## config.mk

```make
export PLATFORM = sky130hd
export DESIGN_NAME = multislope_adc
export DESIGN_NICKNAME = d
export VERILOG_FILES = /design/src/hw/adc_pkg.sv /design/src/hw/spi_reg_pkg.sv /design/src/hw/spi_slave.sv /design/src/hw/reg_file.sv /design/src/hw/modulation_fsm.sv /design/src/hw/run_counters.sv /design/src/hw/multislope_adc.sv
export SDC_FILE = /design/constraint.sdc
export NUM_CORES = 1
export LEC_CHECK = 0
export ABC_AREA = 1
export BUFFER_PORTS_ARGS = -buffer_cell sky130_fd_sc_hd__buf_2
export CORE_ASPECT_RATIO = 0.75
export CORE_UTILIZATION = 53
export DETAILED_ROUTE_END_ITERATION = 10
export PLACE_DENSITY_LB_ADDON = 0.3
export RECOVER_POWER = 50
export SETUP_SLACK_MARGIN = 0.02
export SYNTH_ARGS = -nofsm -noshare
export SYNTH_HDL_FRONTEND = slang
export SYNTH_SLANG_ARGS = --single-unit
```

## constraint.sdc

```tcl
create_clock -name clk -period 3.1 [get_ports clk]
set_input_delay 0.93 -clock clk [delete_from_list [all_inputs] [get_ports clk]]
set_output_delay 0.93 -clock clk [all_outputs]
set_load 0.05 [all_outputs]
```

## src/hw/adc_pkg.sv

```systemverilog
/* Types for the multislope modulation: state encoding, reference mux codes,
   count widths and the result record that the register bank reads back. */

package adc_pkg;

  ////////////////////////////////////////////////////////////////////////////
  // widths

  localparam int COUNT_W = 24;
  localparam int INT_W   = 32;
  localparam int HIMUX_W = 4;

  // clock lengths and decision counts
  typedef logic [COUNT_W-1:0] count_t;
  // integration length, too long for 24 bits at 20MHz
  typedef logic [INT_W-1:0]   int_count_t;
  // high mux, active low select lines
  typedef logic [HIMUX_W-1:0] himux_t;

  ////////////////////////////////////////////////////////////////////////////
  // modulation states, gaps in the encoding kept from the board firmware

  typedef enum logic [4:0] {
    INIT_START    = 5'd0,
    INIT          = 5'd1,
    FIX_POS_START = 5'd6,
    FIX_POS       = 5'd7,
    VAR_START     = 5'd8,
    VAR           = 5'd9,
    FIX_NEG_START = 5'd10,
    FIX_NEG       = 5'd11,
    VAR2_START    = 5'd12,
    VAR2          = 5'd14,
    RUNDOWN_START = 5'd15,
    RUNDOWN       = 5'd16,
    DONE          = 5'd17
  } mod_state_t;

  // bit 0 drives the p switch, bit 1 the n switch
  typedef enum logic [1:0] {
    MUX_NONE         = 2'b00,
    MUX_REF_POS      = 2'b01,
    MUX_REF_NEG      = 2'b10,
    MUX_REF_SLOW_POS = 2'b11
  } refmux_t;

  // counts from the last conversion
  typedef struct packed {
    count_t count_up;
    count_t count_down;
    count_t clk_count_rundown;
    count_t count_trans_up;
    count_t count_trans_down;
    logic   rundown_dir;
  } result_t;

endpackage

```

## src/hw/spi_reg_pkg.sv

```systemverilog
/* Register map of the SPI bank, frame layout, the configuration record and
   its power-on values. */

package spi_reg_pkg;

  // frame is one address byte then a 24 bit value, msb first
  localparam int ADDR_W  = 8;
  localparam int VAL_W   = 24;
  localparam int FRAME_W = ADDR_W + VAL_W;

  ////////////////////////////////////////////////////////////////////////////
  // register addresses, bit 7 of the address byte is the no-write flag

  localparam logic [ADDR_W-2:0] REG_LED         = 7'd7;
  localparam logic [ADDR_W-2:0] REG_COUNT_UP    = 7'd9;
  localparam logic [ADDR_W-2:0] REG_COUNT_DOWN  = 7'd10;
  localparam logic [ADDR_W-2:0] REG_RUNDOWN     = 7'd11;
  localparam logic [ADDR_W-2:0] REG_TRANS_UP    = 7'd12;
  localparam logic [ADDR_W-2:0] REG_TRANS_DOWN  = 7'd14;
  localparam logic [ADDR_W-2:0] REG_TEST        = 7'd15;
  localparam logic [ADDR_W-2:0] REG_RUNDOWN_DIR = 7'd16;
  localparam logic [ADDR_W-2:0] REG_INIT        = 7'd18;
  localparam logic [ADDR_W-2:0] REG_FIX         = 7'd20;
  localparam logic [ADDR_W-2:0] REG_VAR         = 7'd21;
  localparam logic [ADDR_W-2:0] REG_INT_LO      = 7'd22;
  localparam logic [ADDR_W-2:0] REG_INT_HI      = 7'd23;
  localparam logic [ADDR_W-2:0] REG_SLOW        = 7'd24;
  localparam logic [ADDR_W-2:0] REG_HIMUX       = 7'd25;

  // fixed pattern for link checks
  localparam logic [VAL_W-1:0] TEST_VALUE = 24'hffffff;

  typedef struct packed {
    adc_pkg::count_t     init_n;
    adc_pkg::count_t     fix_n;
    adc_pkg::count_t     var_n;
    adc_pkg::int_count_t int_n;
    logic                use_slow_rundown;
    adc_pkg::himux_t     himux_sel;
  } adc_config_t;

  ////////////////////////////////////////////////////////////////////////////
  // reset values

  localparam adc_pkg::count_t     DEF_INIT  = 24'd10000;
  localparam adc_pkg::count_t     DEF_FIX   = 24'd700;
  localparam adc_pkg::count_t     DEF_VAR   = 24'd5500;
  // 200ms at 20MHz
  localparam adc_pkg::int_count_t DEF_INT   = 32'd4000000;
  localparam logic                DEF_SLOW  = 1'b1;
  // ref lo / agnd selected
  localparam adc_pkg::himux_t     DEF_HIMUX = 4'b1011;
  localparam logic [2:0]          DEF_LED   = 3'b101;

endpackage

```

## src/hw/spi_slave.sv

```systemverilog
/* SPI slave oversampled in the clk domain. Requests read data after the
   address byte and strobes a write when chip select ends a 32 bit frame. */

`timescale 1ns/1ns

module spi_slave (
  input  logic            clk,
  input  logic            reset,
  input  logic            sck,
  input  logic            cs,
  input  logic            mosi,
  output logic            miso,
  output logic            rd_req,
  output logic [6:0]      rd_addr,
  input  adc_pkg::count_t rd_data,
  output logic            wr_en,
  output logic [6:0]      wr_addr,
  output adc_pkg::count_t wr_val
);
  import spi_reg_pkg::*;

  // two flop synchronizers on the pins
  logic [1:0]         sck_sync;
  logic [1:0]         cs_sync;
  logic [1:0]         mosi_sync;
  // previous synced levels for edge detect
  logic               sck_d;
  logic               cs_d;
  logic               sck_fall;
  logic               cs_rise;
  logic               cs_active;
  // saturates so an overlong frame never matches 32
  logic [5:0]         bit_cnt;
  logic [FRAME_W-1:0] shift_in;
  logic [FRAME_W-1:0] shift_out;

  assign sck_fall  = sck_d & ~sck_sync[1];
  assign cs_rise   = cs_sync[1] & ~cs_d;
  assign cs_active = ~cs_sync[1];

  // low 7 bits of the address byte, valid with rd_req
  assign rd_addr = shift_in[ADDR_W-2:0];
  assign miso    = shift_out[FRAME_W-1] & cs_active;

  always_ff @(posedge clk)
  begin
    if (reset)
    begin
      sck_sync  <= '0;
      cs_sync   <= '1;
      mosi_sync <= '0;
      sck_d     <= 1'b0;
      cs_d      <= 1'b1;
      bit_cnt   <= '0;
      rd_req    <= 1'b0;
      wr_en     <= 1'b0;
    end
    else
    begin
      sck_sync  <= {sck_sync[0], sck};
      cs_sync   <= {cs_sync[0], cs};
      mosi_sync <= {mosi_sync[0], mosi};
      sck_d     <= sck_sync[1];
      cs_d      <= cs_sync[1];
      if (!cs_active)
        bit_cnt <= '0;
      else if (sck_fall && bit_cnt != '1)
        bit_cnt <= bit_cnt + 6'd1;
      // eighth bit just shifted in
      rd_req <= cs_active && sck_fall && bit_cnt == 6'(ADDR_W - 1);
      // high address bit set means read only
      wr_en  <= cs_rise && bit_cnt == 6'(FRAME_W) && !shift_in[FRAME_W-1];
    end
  end

  // frame data path
  always_ff @(posedge clk)
  begin
    if (cs_active && sck_fall)
      shift_in <= {shift_in[FRAME_W-2:0], mosi_sync[1]};
    if (!cs_active)
      shift_out <= '0;
    else if (rd_req)
      shift_out <= {rd_data, {ADDR_W{1'b0}}};
    else if (sck_fall)
      shift_out <= shift_out << 1;
    if (cs_rise)
    begin
      wr_addr <= shift_in[FRAME_W-2 -: ADDR_W-1];
      wr_val  <= shift_in[VAL_W-1:0];
    end
  end

endmodule

```

## src/hw/reg_file.sv

```systemverilog
/* Configuration and result registers behind the SPI slave. Writes land one
   field at a time, reads are decoded combinationally in the request cycle. */

`timescale 1ns/1ns

module reg_file (
  input  logic                     clk,
  input  logic                     reset,
  input  logic [6:0]               rd_addr,
  input  logic [6:0]               wr_addr,
  output adc_pkg::count_t          rd_data,
  input  logic                     wr_en,
  input  adc_pkg::count_t          wr_val,
  input  adc_pkg::result_t         result,
  output spi_reg_pkg::adc_config_t cfg,
  output logic [2:0]               led
);
  import adc_pkg::*;
  import spi_reg_pkg::*;

  ////////////////////////////////////////////////////////////////////////////
  // write side

  always_ff @(posedge clk)
  begin
    if (reset)
    begin
      cfg <= '{init_n: DEF_INIT, fix_n: DEF_FIX, var_n: DEF_VAR, int_n: DEF_INT,
               use_slow_rundown: DEF_SLOW, himux_sel: DEF_HIMUX};
      led <= DEF_LED;
    end
    else if (wr_en)
    begin
      case (wr_addr)
        REG_LED:   led                  <= wr_val[2:0];
        REG_INIT:  cfg.init_n           <= wr_val;
        REG_FIX:   cfg.fix_n            <= wr_val;
        REG_VAR:   cfg.var_n            <= wr_val;
        // integration count split over two registers
        REG_INT_LO: cfg.int_n[23:0]     <= wr_val;
        REG_INT_HI: cfg.int_n[31:24]    <= wr_val[7:0];
        REG_SLOW:  cfg.use_slow_rundown <= wr_val[0];
        REG_HIMUX: cfg.himux_sel        <= wr_val[3:0];
        default: ;
      endcase
    end
  end

  ////////////////////////////////////////////////////////////////////////////
  // read side, zero extended to 24 bits

  always_comb
  begin
    case (rd_addr)
      REG_LED:         rd_data = count_t'(led);
      REG_COUNT_UP:    rd_data = result.count_up;
      REG_COUNT_DOWN:  rd_data = result.count_down;
      REG_RUNDOWN:     rd_data = result.clk_count_rundown;
      REG_TRANS_UP:    rd_data = result.count_trans_up;
      REG_TRANS_DOWN:  rd_data = result.count_trans_down;
      REG_TEST:        rd_data = TEST_VALUE;
      REG_RUNDOWN_DIR: rd_data = count_t'(result.rundown_dir);
      REG_INIT:        rd_data = cfg.init_n;
      REG_FIX:         rd_data = cfg.fix_n;
      REG_VAR:         rd_data = cfg.var_n;
      REG_INT_LO:      rd_data = cfg.int_n[23:0];
      REG_INT_HI:      rd_data = count_t'(cfg.int_n[31:24]);
      REG_SLOW:        rd_data = count_t'(cfg.use_slow_rundown);
      REG_HIMUX:       rd_data = count_t'(cfg.himux_sel);
      // unmapped reads as zero
      default:         rd_data = '0;
    endcase
  end

endmodule

```

## src/hw/modulation_fsm.sv

```systemverilog
/* Multislope modulation sequencer. Drives the reference and input muxes from
   the phase lengths in cfg and tells the counters when phases start. */

`timescale 1ns/1ns

module modulation_fsm (
  input  logic                     clk,
  input  logic                     reset,
  input  logic                     comparator,
  input  spi_reg_pkg::adc_config_t cfg,
  output adc_pkg::refmux_t         refmux,
  output logic                     sigmux,
  output adc_pkg::himux_t          himux,
  output logic                     clear,
  output logic                     phase_set,
  output logic                     latch,
  output adc_pkg::refmux_t         next_ref,
  output adc_pkg::count_t          rundown_count
);
  import adc_pkg::*;
  import spi_reg_pkg::*;

  // three flop comparator synchronizer, fourth stage only for edge detect
  logic [3:0] cmp_sync;
  logic       cmp_level;
  logic       cross_any;
  mod_state_t state;
  // clocks in the current phase
  count_t     phase_cnt;
  // clocks since start of signal integration
  int_count_t int_cnt;
  logic       done;
  // reference for a variable phase, pushes integrator back toward zero
  refmux_t    var_ref;

  assign cmp_level = cmp_sync[2];
  assign cross_any = cmp_sync[3] ^ cmp_sync[2];
  assign var_ref   = cmp_level ? MUX_REF_NEG : MUX_REF_POS;
  // signal switch stays off, pin kept for the board
  assign sigmux    = 1'b0;

  always_ff @(posedge clk)
  begin
    if (reset)
      cmp_sync <= '0;
    else
      cmp_sync <= {cmp_sync[2:0], comparator};
  end

  ////////////////////////////////////////////////////////////////////////////
  // sequencer

  always_ff @(posedge clk)
  begin
    if (reset)
    begin
      state     <= INIT_START;
      phase_cnt <= '0;
      int_cnt   <= '0;
      done      <= 1'b0;
      refmux    <= MUX_NONE;
      himux     <= DEF_HIMUX;
      clear     <= 1'b0;
      phase_set <= 1'b0;
      latch     <= 1'b0;
      next_ref  <= MUX_NONE;
    end
    else
    begin
      phase_cnt <= phase_cnt + 1'b1;
      int_cnt   <= int_cnt + 1'b1;
      clear     <= 1'b0;
      phase_set <= 1'b0;
      latch     <= 1'b0;
      if (int_cnt >= cfg.int_n)
        done <= 1'b1;
      case (state)
        INIT_START:
        begin
          state     <= INIT;
          phase_cnt <= '0;
          int_cnt   <= '0;
          done      <= 1'b0;
          clear     <= 1'b1;
          // input buffer settles to the new selection during init
          himux     <= cfg.himux_sel;
          refmux    <= MUX_NONE;
        end
        INIT:
          if (phase_cnt == cfg.init_n)
            state <= FIX_POS_START;
        FIX_POS_START:
        begin
          state     <= FIX_POS;
          phase_cnt <= '0;
          refmux    <= MUX_REF_POS;
          next_ref  <= MUX_REF_POS;
          phase_set <= 1'b1;
        end
        FIX_POS:
          if (phase_cnt == cfg.fix_n)
            state <= VAR_START;
        VAR_START:
        begin
          state     <= VAR;
          phase_cnt <= '0;
          refmux    <= var_ref;
          next_ref  <= var_ref;
          phase_set <= 1'b1;
        end
        VAR:
          if (phase_cnt == cfg.var_n)
            state <= FIX_NEG_START;
        FIX_NEG_START:
        begin
          state     <= FIX_NEG;
          phase_cnt <= '0;
          refmux    <= MUX_REF_NEG;
          next_ref  <= MUX_REF_NEG;
          phase_set <= 1'b1;
        end
        FIX_NEG:
          if (phase_cnt == cfg.fix_n)
            state <= VAR2_START;
        VAR2_START:
        begin
          state     <= VAR2;
          phase_cnt <= '0;
          refmux    <= var_ref;
          next_ref  <= var_ref;
          phase_set <= 1'b1;
        end
        VAR2:
          // integration over and on the low side, go to rundown
          if (phase_cnt == cfg.var_n)
            state <= (done && !cmp_level) ? RUNDOWN_START : FIX_POS_START;
        RUNDOWN_START:
        begin
          state     <= RUNDOWN;
          phase_cnt <= '0;
          refmux    <= cfg.use_slow_rundown ? MUX_REF_SLOW_POS : MUX_REF_POS;
          next_ref  <= cfg.use_slow_rundown ? MUX_REF_SLOW_POS : MUX_REF_POS;
          phase_set <= 1'b1;
        end
        RUNDOWN:
          // either cross edge ends it
          if (cross_any)
          begin
            state  <= DONE;
            refmux <= MUX_NONE;
            latch  <= 1'b1;
          end
        DONE:
          state <= INIT_START;
        default:
          state <= INIT_START;
      endcase
    end
  end

  // rundown length, valid with latch
  always_ff @(posedge clk)
  begin
    if (state == RUNDOWN && cross_any)
      rundown_count <= phase_cnt;
  end

endmodule

```

## src/hw/run_counters.sv

```systemverilog
/* Decision and reference transition counters for one conversion. Results are
   captured at the end of rundown and signalled with an active low interrupt. */

`timescale 1ns/1ns

module run_counters (
  input  logic             clk,
  input  logic             reset,
  input  logic             clear,
  input  logic             phase_set,
  input  logic             latch,
  input  adc_pkg::refmux_t next_ref,
  input  adc_pkg::count_t  rundown_count,
  output adc_pkg::result_t result,
  output logic             int_n
);
  import adc_pkg::*;

  count_t  count_up;
  count_t  count_down;
  count_t  trans_up;
  count_t  trans_down;
  // reference currently on the integrator
  refmux_t held_ref;
  // set when the next phase start is a variable one
  logic    var_phase;

  always_ff @(posedge clk)
  begin
    if (reset || clear)
    begin
      count_up   <= '0;
      count_down <= '0;
      trans_up   <= '0;
      trans_down <= '0;
      held_ref   <= MUX_NONE;
      var_phase  <= 1'b0;
    end
    else if (phase_set)
    begin
      held_ref  <= next_ref;
      // fixed and variable phases alternate, rundown lands on fixed
      var_phase <= ~var_phase;
      if (var_phase && next_ref == MUX_REF_NEG)
        count_up <= count_up + 1'b1;
      if (var_phase && next_ref == MUX_REF_POS)
        count_down <= count_down + 1'b1;
      // slow rundown code is not a transition
      if (next_ref != held_ref && next_ref == MUX_REF_NEG)
        trans_up <= trans_up + 1'b1;
      if (next_ref != held_ref && next_ref == MUX_REF_POS)
        trans_down <= trans_down + 1'b1;
    end
  end

  always_ff @(posedge clk)
  begin
    if (reset)
    begin
      result <= '0;
      int_n  <= 1'b1;
    end
    else
    begin
      // one clock low, the cycle after latch
      int_n <= ~latch;
      if (latch)
        result <= '{count_up: count_up, count_down: count_down,
                    clk_count_rundown: rundown_count, count_trans_up: trans_up,
                    count_trans_down: trans_down,
                    rundown_dir: held_ref == MUX_REF_NEG};
    end
  end

endmodule

```

## src/hw/multislope_adc.sv

```systemverilog
/* Top level of the multislope ADC controller. Connects the SPI slave, the
   register bank, the sequencer and the counters to the board pins. */

`timescale 1ns/1ns

module multislope_adc (
  input  logic       clk,
  input  logic       reset,
  output logic [2:0] led,
  output logic       int_in_p,
  output logic       int_in_n,
  output logic       int_in_sig,
  output logic       mux_sig_hi,
  output logic       mux_ref_hi,
  output logic       mux_ref_lo,
  output logic       mux_slope_ang,
  input  logic       cmpr_out,
  input  logic       com_clk,
  input  logic       com_cs,
  input  logic       com_mosi,
  output logic       com_miso,
  output logic       com_interupt
);
  import adc_pkg::*;
  import spi_reg_pkg::*;

  // spi to register bank
  logic [ADDR_W-2:0] rd_addr;
  logic [ADDR_W-2:0] wr_addr;
  count_t            rd_data;
  count_t            wr_val;
  logic              wr_en;
  adc_config_t       cfg;
  result_t           result;
  // sequencer to counters
  logic              clear;
  logic              phase_set;
  logic              latch;
  refmux_t           refmux;
  refmux_t           next_ref;
  himux_t            himux;
  count_t            rundown_count;

  ////////////////////////////////////////////////////////////////////////////
  // pin mapping, same bit order as the board netlist

  assign {int_in_n, int_in_p} = refmux;
  assign {mux_slope_ang, mux_ref_lo, mux_ref_hi, mux_sig_hi} = himux;

  // read mux answers in the same cycle, request strobe not needed outside
  spi_slave u_spi (
    .clk, .reset, .sck(com_clk), .cs(com_cs), .mosi(com_mosi), .miso(com_miso),
    .rd_req(), .rd_addr, .rd_data, .wr_en, .wr_addr, .wr_val
  );

  reg_file u_regs (
    .clk, .reset, .rd_addr, .wr_addr, .rd_data, .wr_en, .wr_val, .result, .cfg, .led
  );

  modulation_fsm u_fsm (
    .clk, .reset, .comparator(cmpr_out), .cfg, .refmux, .sigmux(int_in_sig), .himux,
    .clear, .phase_set, .latch, .next_ref, .rundown_count
  );

  run_counters u_counters (
    .clk, .reset, .clear, .phase_set, .latch, .next_ref, .rundown_count, .result,
    .int_n(com_interupt)
  );

endmodule

```

==> flow_metrics.tcl, run 1 <==
set metrics [dict create \
    peakVddDrop_v 0.000396 \
    period_share 0.875 \
    syn_area_um2 24300 \
    hp-class "flip-flop to flip-flop" \
    p_switching_uw 3670 \
    max_freq_mhz 369 \
    powerDensity_nw_per_um2 556 \
    die-area_um2 46600 \
    setup_slack_ps 388 \
    netlist_instances 3217 \
    p_seq_frac 0.492 \
    critical_path.startpoint_type "flip-flop" \
    num_vias 22100 \
    switching_share 0.249 \
    drt_wl_total_um 73700 \
    grt_pass1_vias 20000 \
    yosys_warnings 0 \
    yosysTopAreaCellShare 0.371 \
    htreeDepth 2 \
    port_buffers 16 \
    utilization 0.590 \
    layout_min_cycle_time_ps 2710 \
    synthTopCellsByArea "dfxtp_1 37%, edfxtp_1 11%, nand2_1 8.6%, o21ai_0 7.7%, a21oi_1 6.9%" \
    relSlewSlack -0.0538 \
    cts_resized 0 \
    p_leak_uw 0.0103 \
    synth_top_area_cell "dfxtp_1" \
    hold_violations 0 \
    dr.pass1.iters 6 \
    ys_ff_latch 537 \
    placed_area_um2 24900 \
    coreArea_um2 44900 \
    routed_via_density 5.78 \
    tns_ps 0 \
    slew_viol_final 90 \
    die_y_um 187 \
    final_area_um2 26500 \
    synth_edf_count 87 \
    antenna_found_initial 1 \
    nNetsFinal 3236 \
    drc 0 \
    reg2regPathDepth 10 \
    gp_congestion 0.977 \
    die_w_um 249 \
    async_flop_share 0 \
    start_util 0.540 \
    rsz0062_at_grt "false" \
    postCtsHoldBufs 0 \
    overflow 0 \
    syn_nets 3263 \
    place_ws_ps 740 \
    num_rows 67 \
    clk_pin_slew_ps 70 \
    cts.sinks 537 \
    drive_gt1_frac 0.0563 \
    grt_usage 0.310 \
    power_frac_comb 0.074 \
    drtAntennaViolNets 0 \
    clockRootBuffer "clkbuf_16" \
    max_cap_violations 3 \
    clkPwrFrac 0.434 \
    routedWlPerCell_um 19.3 \
    hold-worst-slack_ps 401 \
    tightest_slew_ps 1580 \
    path_class "flip-flop to output pin" \
    synth_cell_types 53 \
    setup_viol 0 \
    clk_latency_ps 600 \
    status "finished with violations" \
    dpl.hpwl_um 53800 \
    cp.arrival_ps 1780 \
    synthFlopType "dfxtp_1" \
    failed_checks "max-capacitance violations, max-slew violations" \
    area_delta_synth_final_pct 9.34 \
    finClkSkew_ps 33.6 \
    grt_max_degree 217 \
    cts_inserted_buffers 52 \
    clockBufferDepth 3 \
    endpoint_kind "output pin" \
    critPathRequiredTime_ps 2170 \
    drt-initial-drc-count 2974 \
    grt_first_pass_wirelength_um 113000 \
    min_path_cells 2 \
    cts_setup_buffers 0 \
    cts_tree "done" \
    synth.avg_cell_area_um2 7.54 \
    seq_area_frac_synth 0.479 \
    crit_fanout 2 \
    intPower_uw 11100 \
    ios 18 \
]
metal layers:
layer / global-route usage / vias to the layer above / share of wire / wire (um)
li1: - / 10600 / - / -
met1: 0.462 / 10300 / 0.45 / 33100
met2: 0.448 / 1089 / 0.41 / 30400
met3: 0.0667 / 126 / 0.11 / 8270
met4: 0.0878 / 0 / 0.027 / 2020
met5: 0 / - / 0 / 0
area by class of cell:
type	instances	area [um2]
Inverter	431	1620
Sequential cell	537	11600
Antenna cell	1	2.50
Fill cell	3973	18400
Tap cell	586	733
Clock inverter	19	179
Clock buffer	77	1520
Multi-Input combinational cell	2112	10400
Timing Repair Buffer	56	413
cell families after synthesis:
kind of cell / count (synthesis) / share of synthesized area
AND/OR/NAND/NOR: 1219 / 0.219
AO/OA/AOI/OAI: 822 / 0.180
buffers and inverters: 568 / 0.0901
flip-flops: 537 / 0.479
adder cells (fa/ha/maj): 40 / 0.0206
XOR/XNOR: 30 / 0.0108
other: 1 / 0.000155
worst paths after layout:
kind,start,endpoint,slack [ps]
max,u_spi.shift_out[31]$_SDFFE_PP0P_,com_miso,390
min reg2reg,u_spi.mosi_sync[0]$_SDFF_PP0_,u_spi.mosi_sync[1]$_SDFF_PP0_,400
max reg2reg,u_fsm.int_cnt[1]$_SDFF_PP0_,u_fsm.int_cnt[28]$_SDFF_PP0_,620
min,u_spi.mosi_sync[0]$_SDFF_PP0_,u_spi.mosi_sync[1]$_SDFF_PP0_,400
stage by stage:
stage               instances  total power (uW)
finish                   3819             14700
global route             3818             15200
CTS                      3818             14800
detailed placement       3722              8490
global placement         3722              8450
floorplan                3217              8150
cells in the mapped netlist (all sizes together), types with 3 or more instances:
master and count:
a211oi 26, a21oi 333, a31oi 4, buf 40, clkbuf 97, dfxtp 450
edfxtp 87, ha 40, inv 431, nand2 565, nand3 156, nand4 37
nor2 330, nor3 98, nor3b 11, nor4 8, o2111ai 6, o211ai 36
o21a 6, o21ai 377, o22ai 25, or2 7, xnor2 3, xor2 27
placed cells by master, fill, tap and decap left out, drive strengths merged, types with 26 or more instances in the layout:
master  instances
xor2           27
a211oi         26
ha             40
inv           432
a21oi         333
nand2         565
nand3         156
nand4          37
buf            47
o211ai         36
clkbuf         86
edfxtp         87
dfxtp         450
nor2          330
nor3           98
o21ai         377
worst max-delay path: stages (launching register included):
cell and delay (ps):
dfxtp_1 340, inv_1 80, nor2_1 400, buf_2 360
registers in the layout, summed over array words and instances (netlist names), 32 cells and up:
register           count
u_counters.result    121
u_fsm.int_cnt         32
u_spi.shift_in        32
u_regs.cfg           109
power groups by stage:
stage	logic [uW]	clock network, uW	registers, uW
2_1_floorplan	756	0	7390
3_3_place_gp	1050	0	7390
3_5_place_dp	1090	0	7400
4_1_cts	1090	6450	7250
5_1_grt	1210	6740	7250
6_report	1090	6400	7250
(Power assumes the default switching activity.)
==> inputs of run 2 (changes only) <==
==> constraint.sdc (replaced) <==
create_clock -name clk -period 2.6 [get_ports clk]
set_input_delay 0.78 -clock clk [delete_from_list [all_inputs] [get_ports clk]]
set_output_delay 0.78 -clock clk [all_outputs]
set_load 0.05 [all_outputs]
==> run 2 against run 1 <==
The run still ends with max-capacitance violations, max-slew violations left. Worst setup slack worse by 220 ps. Register-to-register slack worse by 410 ps. Sequential power up 19%. Combinational power up 17%. Hold slack worse by 28 ps. Die area unchanged. Critical endpoint unchanged.
==> flow_metrics.tcl, run 2 (synthesized netlist as in run 1, its figures left out) <==
set metrics [dict create \
    dr.pass1.iters 6 \
    timing.critical_path.buf_inv 1 \
    grt_usage 0.314 \
    status "finished with violations" \
    clockRootBuffer "clkbuf_16" \
    tightest_slew_ps 1600 \
    finalPower_uw 17800 \
    overflow 0 \
    peakVddDrop_v 0.000523 \
    drc 0 \
    diodes 0 \
    die_y_um 187 \
    cp_slowest_cell "dfxtp_1" \
    finClkSkew_ps 19.5 \
    place_ws_ps 332 \
    setup_viol 0 \
    cts.sinks 537 \
    cts_tree "done" \
    crit_path_cell_trace "nor2_1 -> buf_2" \
    max_cap_violations 2 \
    largest_reg_flops 121 \
    gp_congestion 0.957 \
    hold_violations 0 \
    critPathTopFamily "flip-flops" \
    relSlewSlack -0.0675 \
    grt_first_pass_wirelength_um 115000 \
    start_util 0.540 \
    die_w_um 249 \
    setup_slack_ps 166 \
    cts_inserted_buffers 51 \
    slew_viol_final 66 \
    drt-initial-drc-count 2603 \
    critPathRequiredTime_ps 1820 \
    drive_gt1_frac 0.0636 \
    max_freq_mhz 411 \
    powerDensity_nw_per_um2 666 \
    hp-class "input pin to flip-flop" \
    reg_top3 "u_counters.result (121), u_regs.cfg (109)" \
    layout_min_cycle_time_ps 2430 \
    antenna_found_initial 2 \
    grt_pass1_vias 20000 \
    drt_wl_total_um 74600 \
    routed_via_density 5.76 \
    slowest_delay_ps 400 \
    p_leak_uw 0.0104 \
    drtAntennaViolNets 0 \
    path_class "flip-flop to output pin" \
    crit_fanout 5 \
    clk_latency_ps 600 \
    final_common_cell "nand2_1" \
    cts_setup_buffers 0 \
    die-area_um2 46600 \
    ios 18 \
    cts_resized 0 \
    critical_path.startpoint_type "flip-flop" \
    placed_area_um2 25000 \
    fillers 3977 \
    tns_ps 0 \
    clockBufferDepth 3 \
    area_delta_synth_final_pct 10.0 \
    utilization 0.594 \
    htreeDepth 2 \
    rsz0062_at_grt "false" \
    endpoint_kind "output pin" \
    top_register "u_counters.result" \
    final_cell_mix "558 x nand2_1, 449 x dfxtp_1, 427 x inv_1" \
    final_area_um2 26700 \
    postCtsHoldBufs 0 \
    dpl.hpwl_um 54300 \
    num_vias 22100 \
    num_rows 67 \
    grt_max_degree 219 \
    routedWlPerCell_um 19.5 \
    failed_checks "max-capacitance violations, max-slew violations" \
    clk_pin_slew_ps 60 \
    cp.arrival_ps 1650 \
    port_buffers 16 \
    nNetsFinal 3244 \
    period_share 0.936 \
    coreArea_um2 44900 \
]
[run 2: layout make-up]
type / count / area [um2] / area share
flip-flops and latches: 537 / 11600 / 0.436
multi-input cells: 2112 / 10400 / 0.391
inverters: 431 / 1620 / 0.0607
clock buffers: 73 / 1560 / 0.0586
well taps: 586 / 733 / 0.0275
repair buffers: 65 / 499 / 0.0187
clock inverters: 22 / 203 / 0.00760
[run 2: report_power, final]
part	switching (uW)	total [uW]	internal, uW	leakage [uW]
clock	3370	7860	4490	0.000871
sequential	131	8660	8520	0.00439
combinational	925	1270	341	0.00512
[run 2: path summary, 6_finish.rpt]
kind,startpoint,end,slack (ps),cells past startpoint
setup / recovery,u_spi.cs_sync[1]$_SDFF_PP1_,com_miso,170,2
hold / removal,com_cs,u_spi.cs_sync[0]$_SDFF_PP1_,370,2
setup reg to reg,u_fsm.phase_cnt[6]$_SDFF_PP0_,u_fsm.state[3]$_SDFFE_PP0P_,210,12
hold reg to reg,u_fsm.cmp_sync[0]$_SDFF_PP0_,u_fsm.cmp_sync[1]$_SDFF_PP0_,410,2
[run 2: stage by stage]
stage,cells,hold slack (ps)
floorplan,3217,386
global placement,3731,391
detailed placement,3731,399
CTS,3826,364
global route,3826,371
finish,3826,372
[run 2: routing by layer]
metal | vias to the layer above | global-route usage | part of all wire
met5 | - | 0 | 0
met4 | 0 | 0.0829 | 0.024
met3 | 113 | 0.0533 | 0.097
met2 | 967 | 0.456 | 0.41
met1 | 10400 | 0.477 | 0.46
li1 | 10600 | - | -
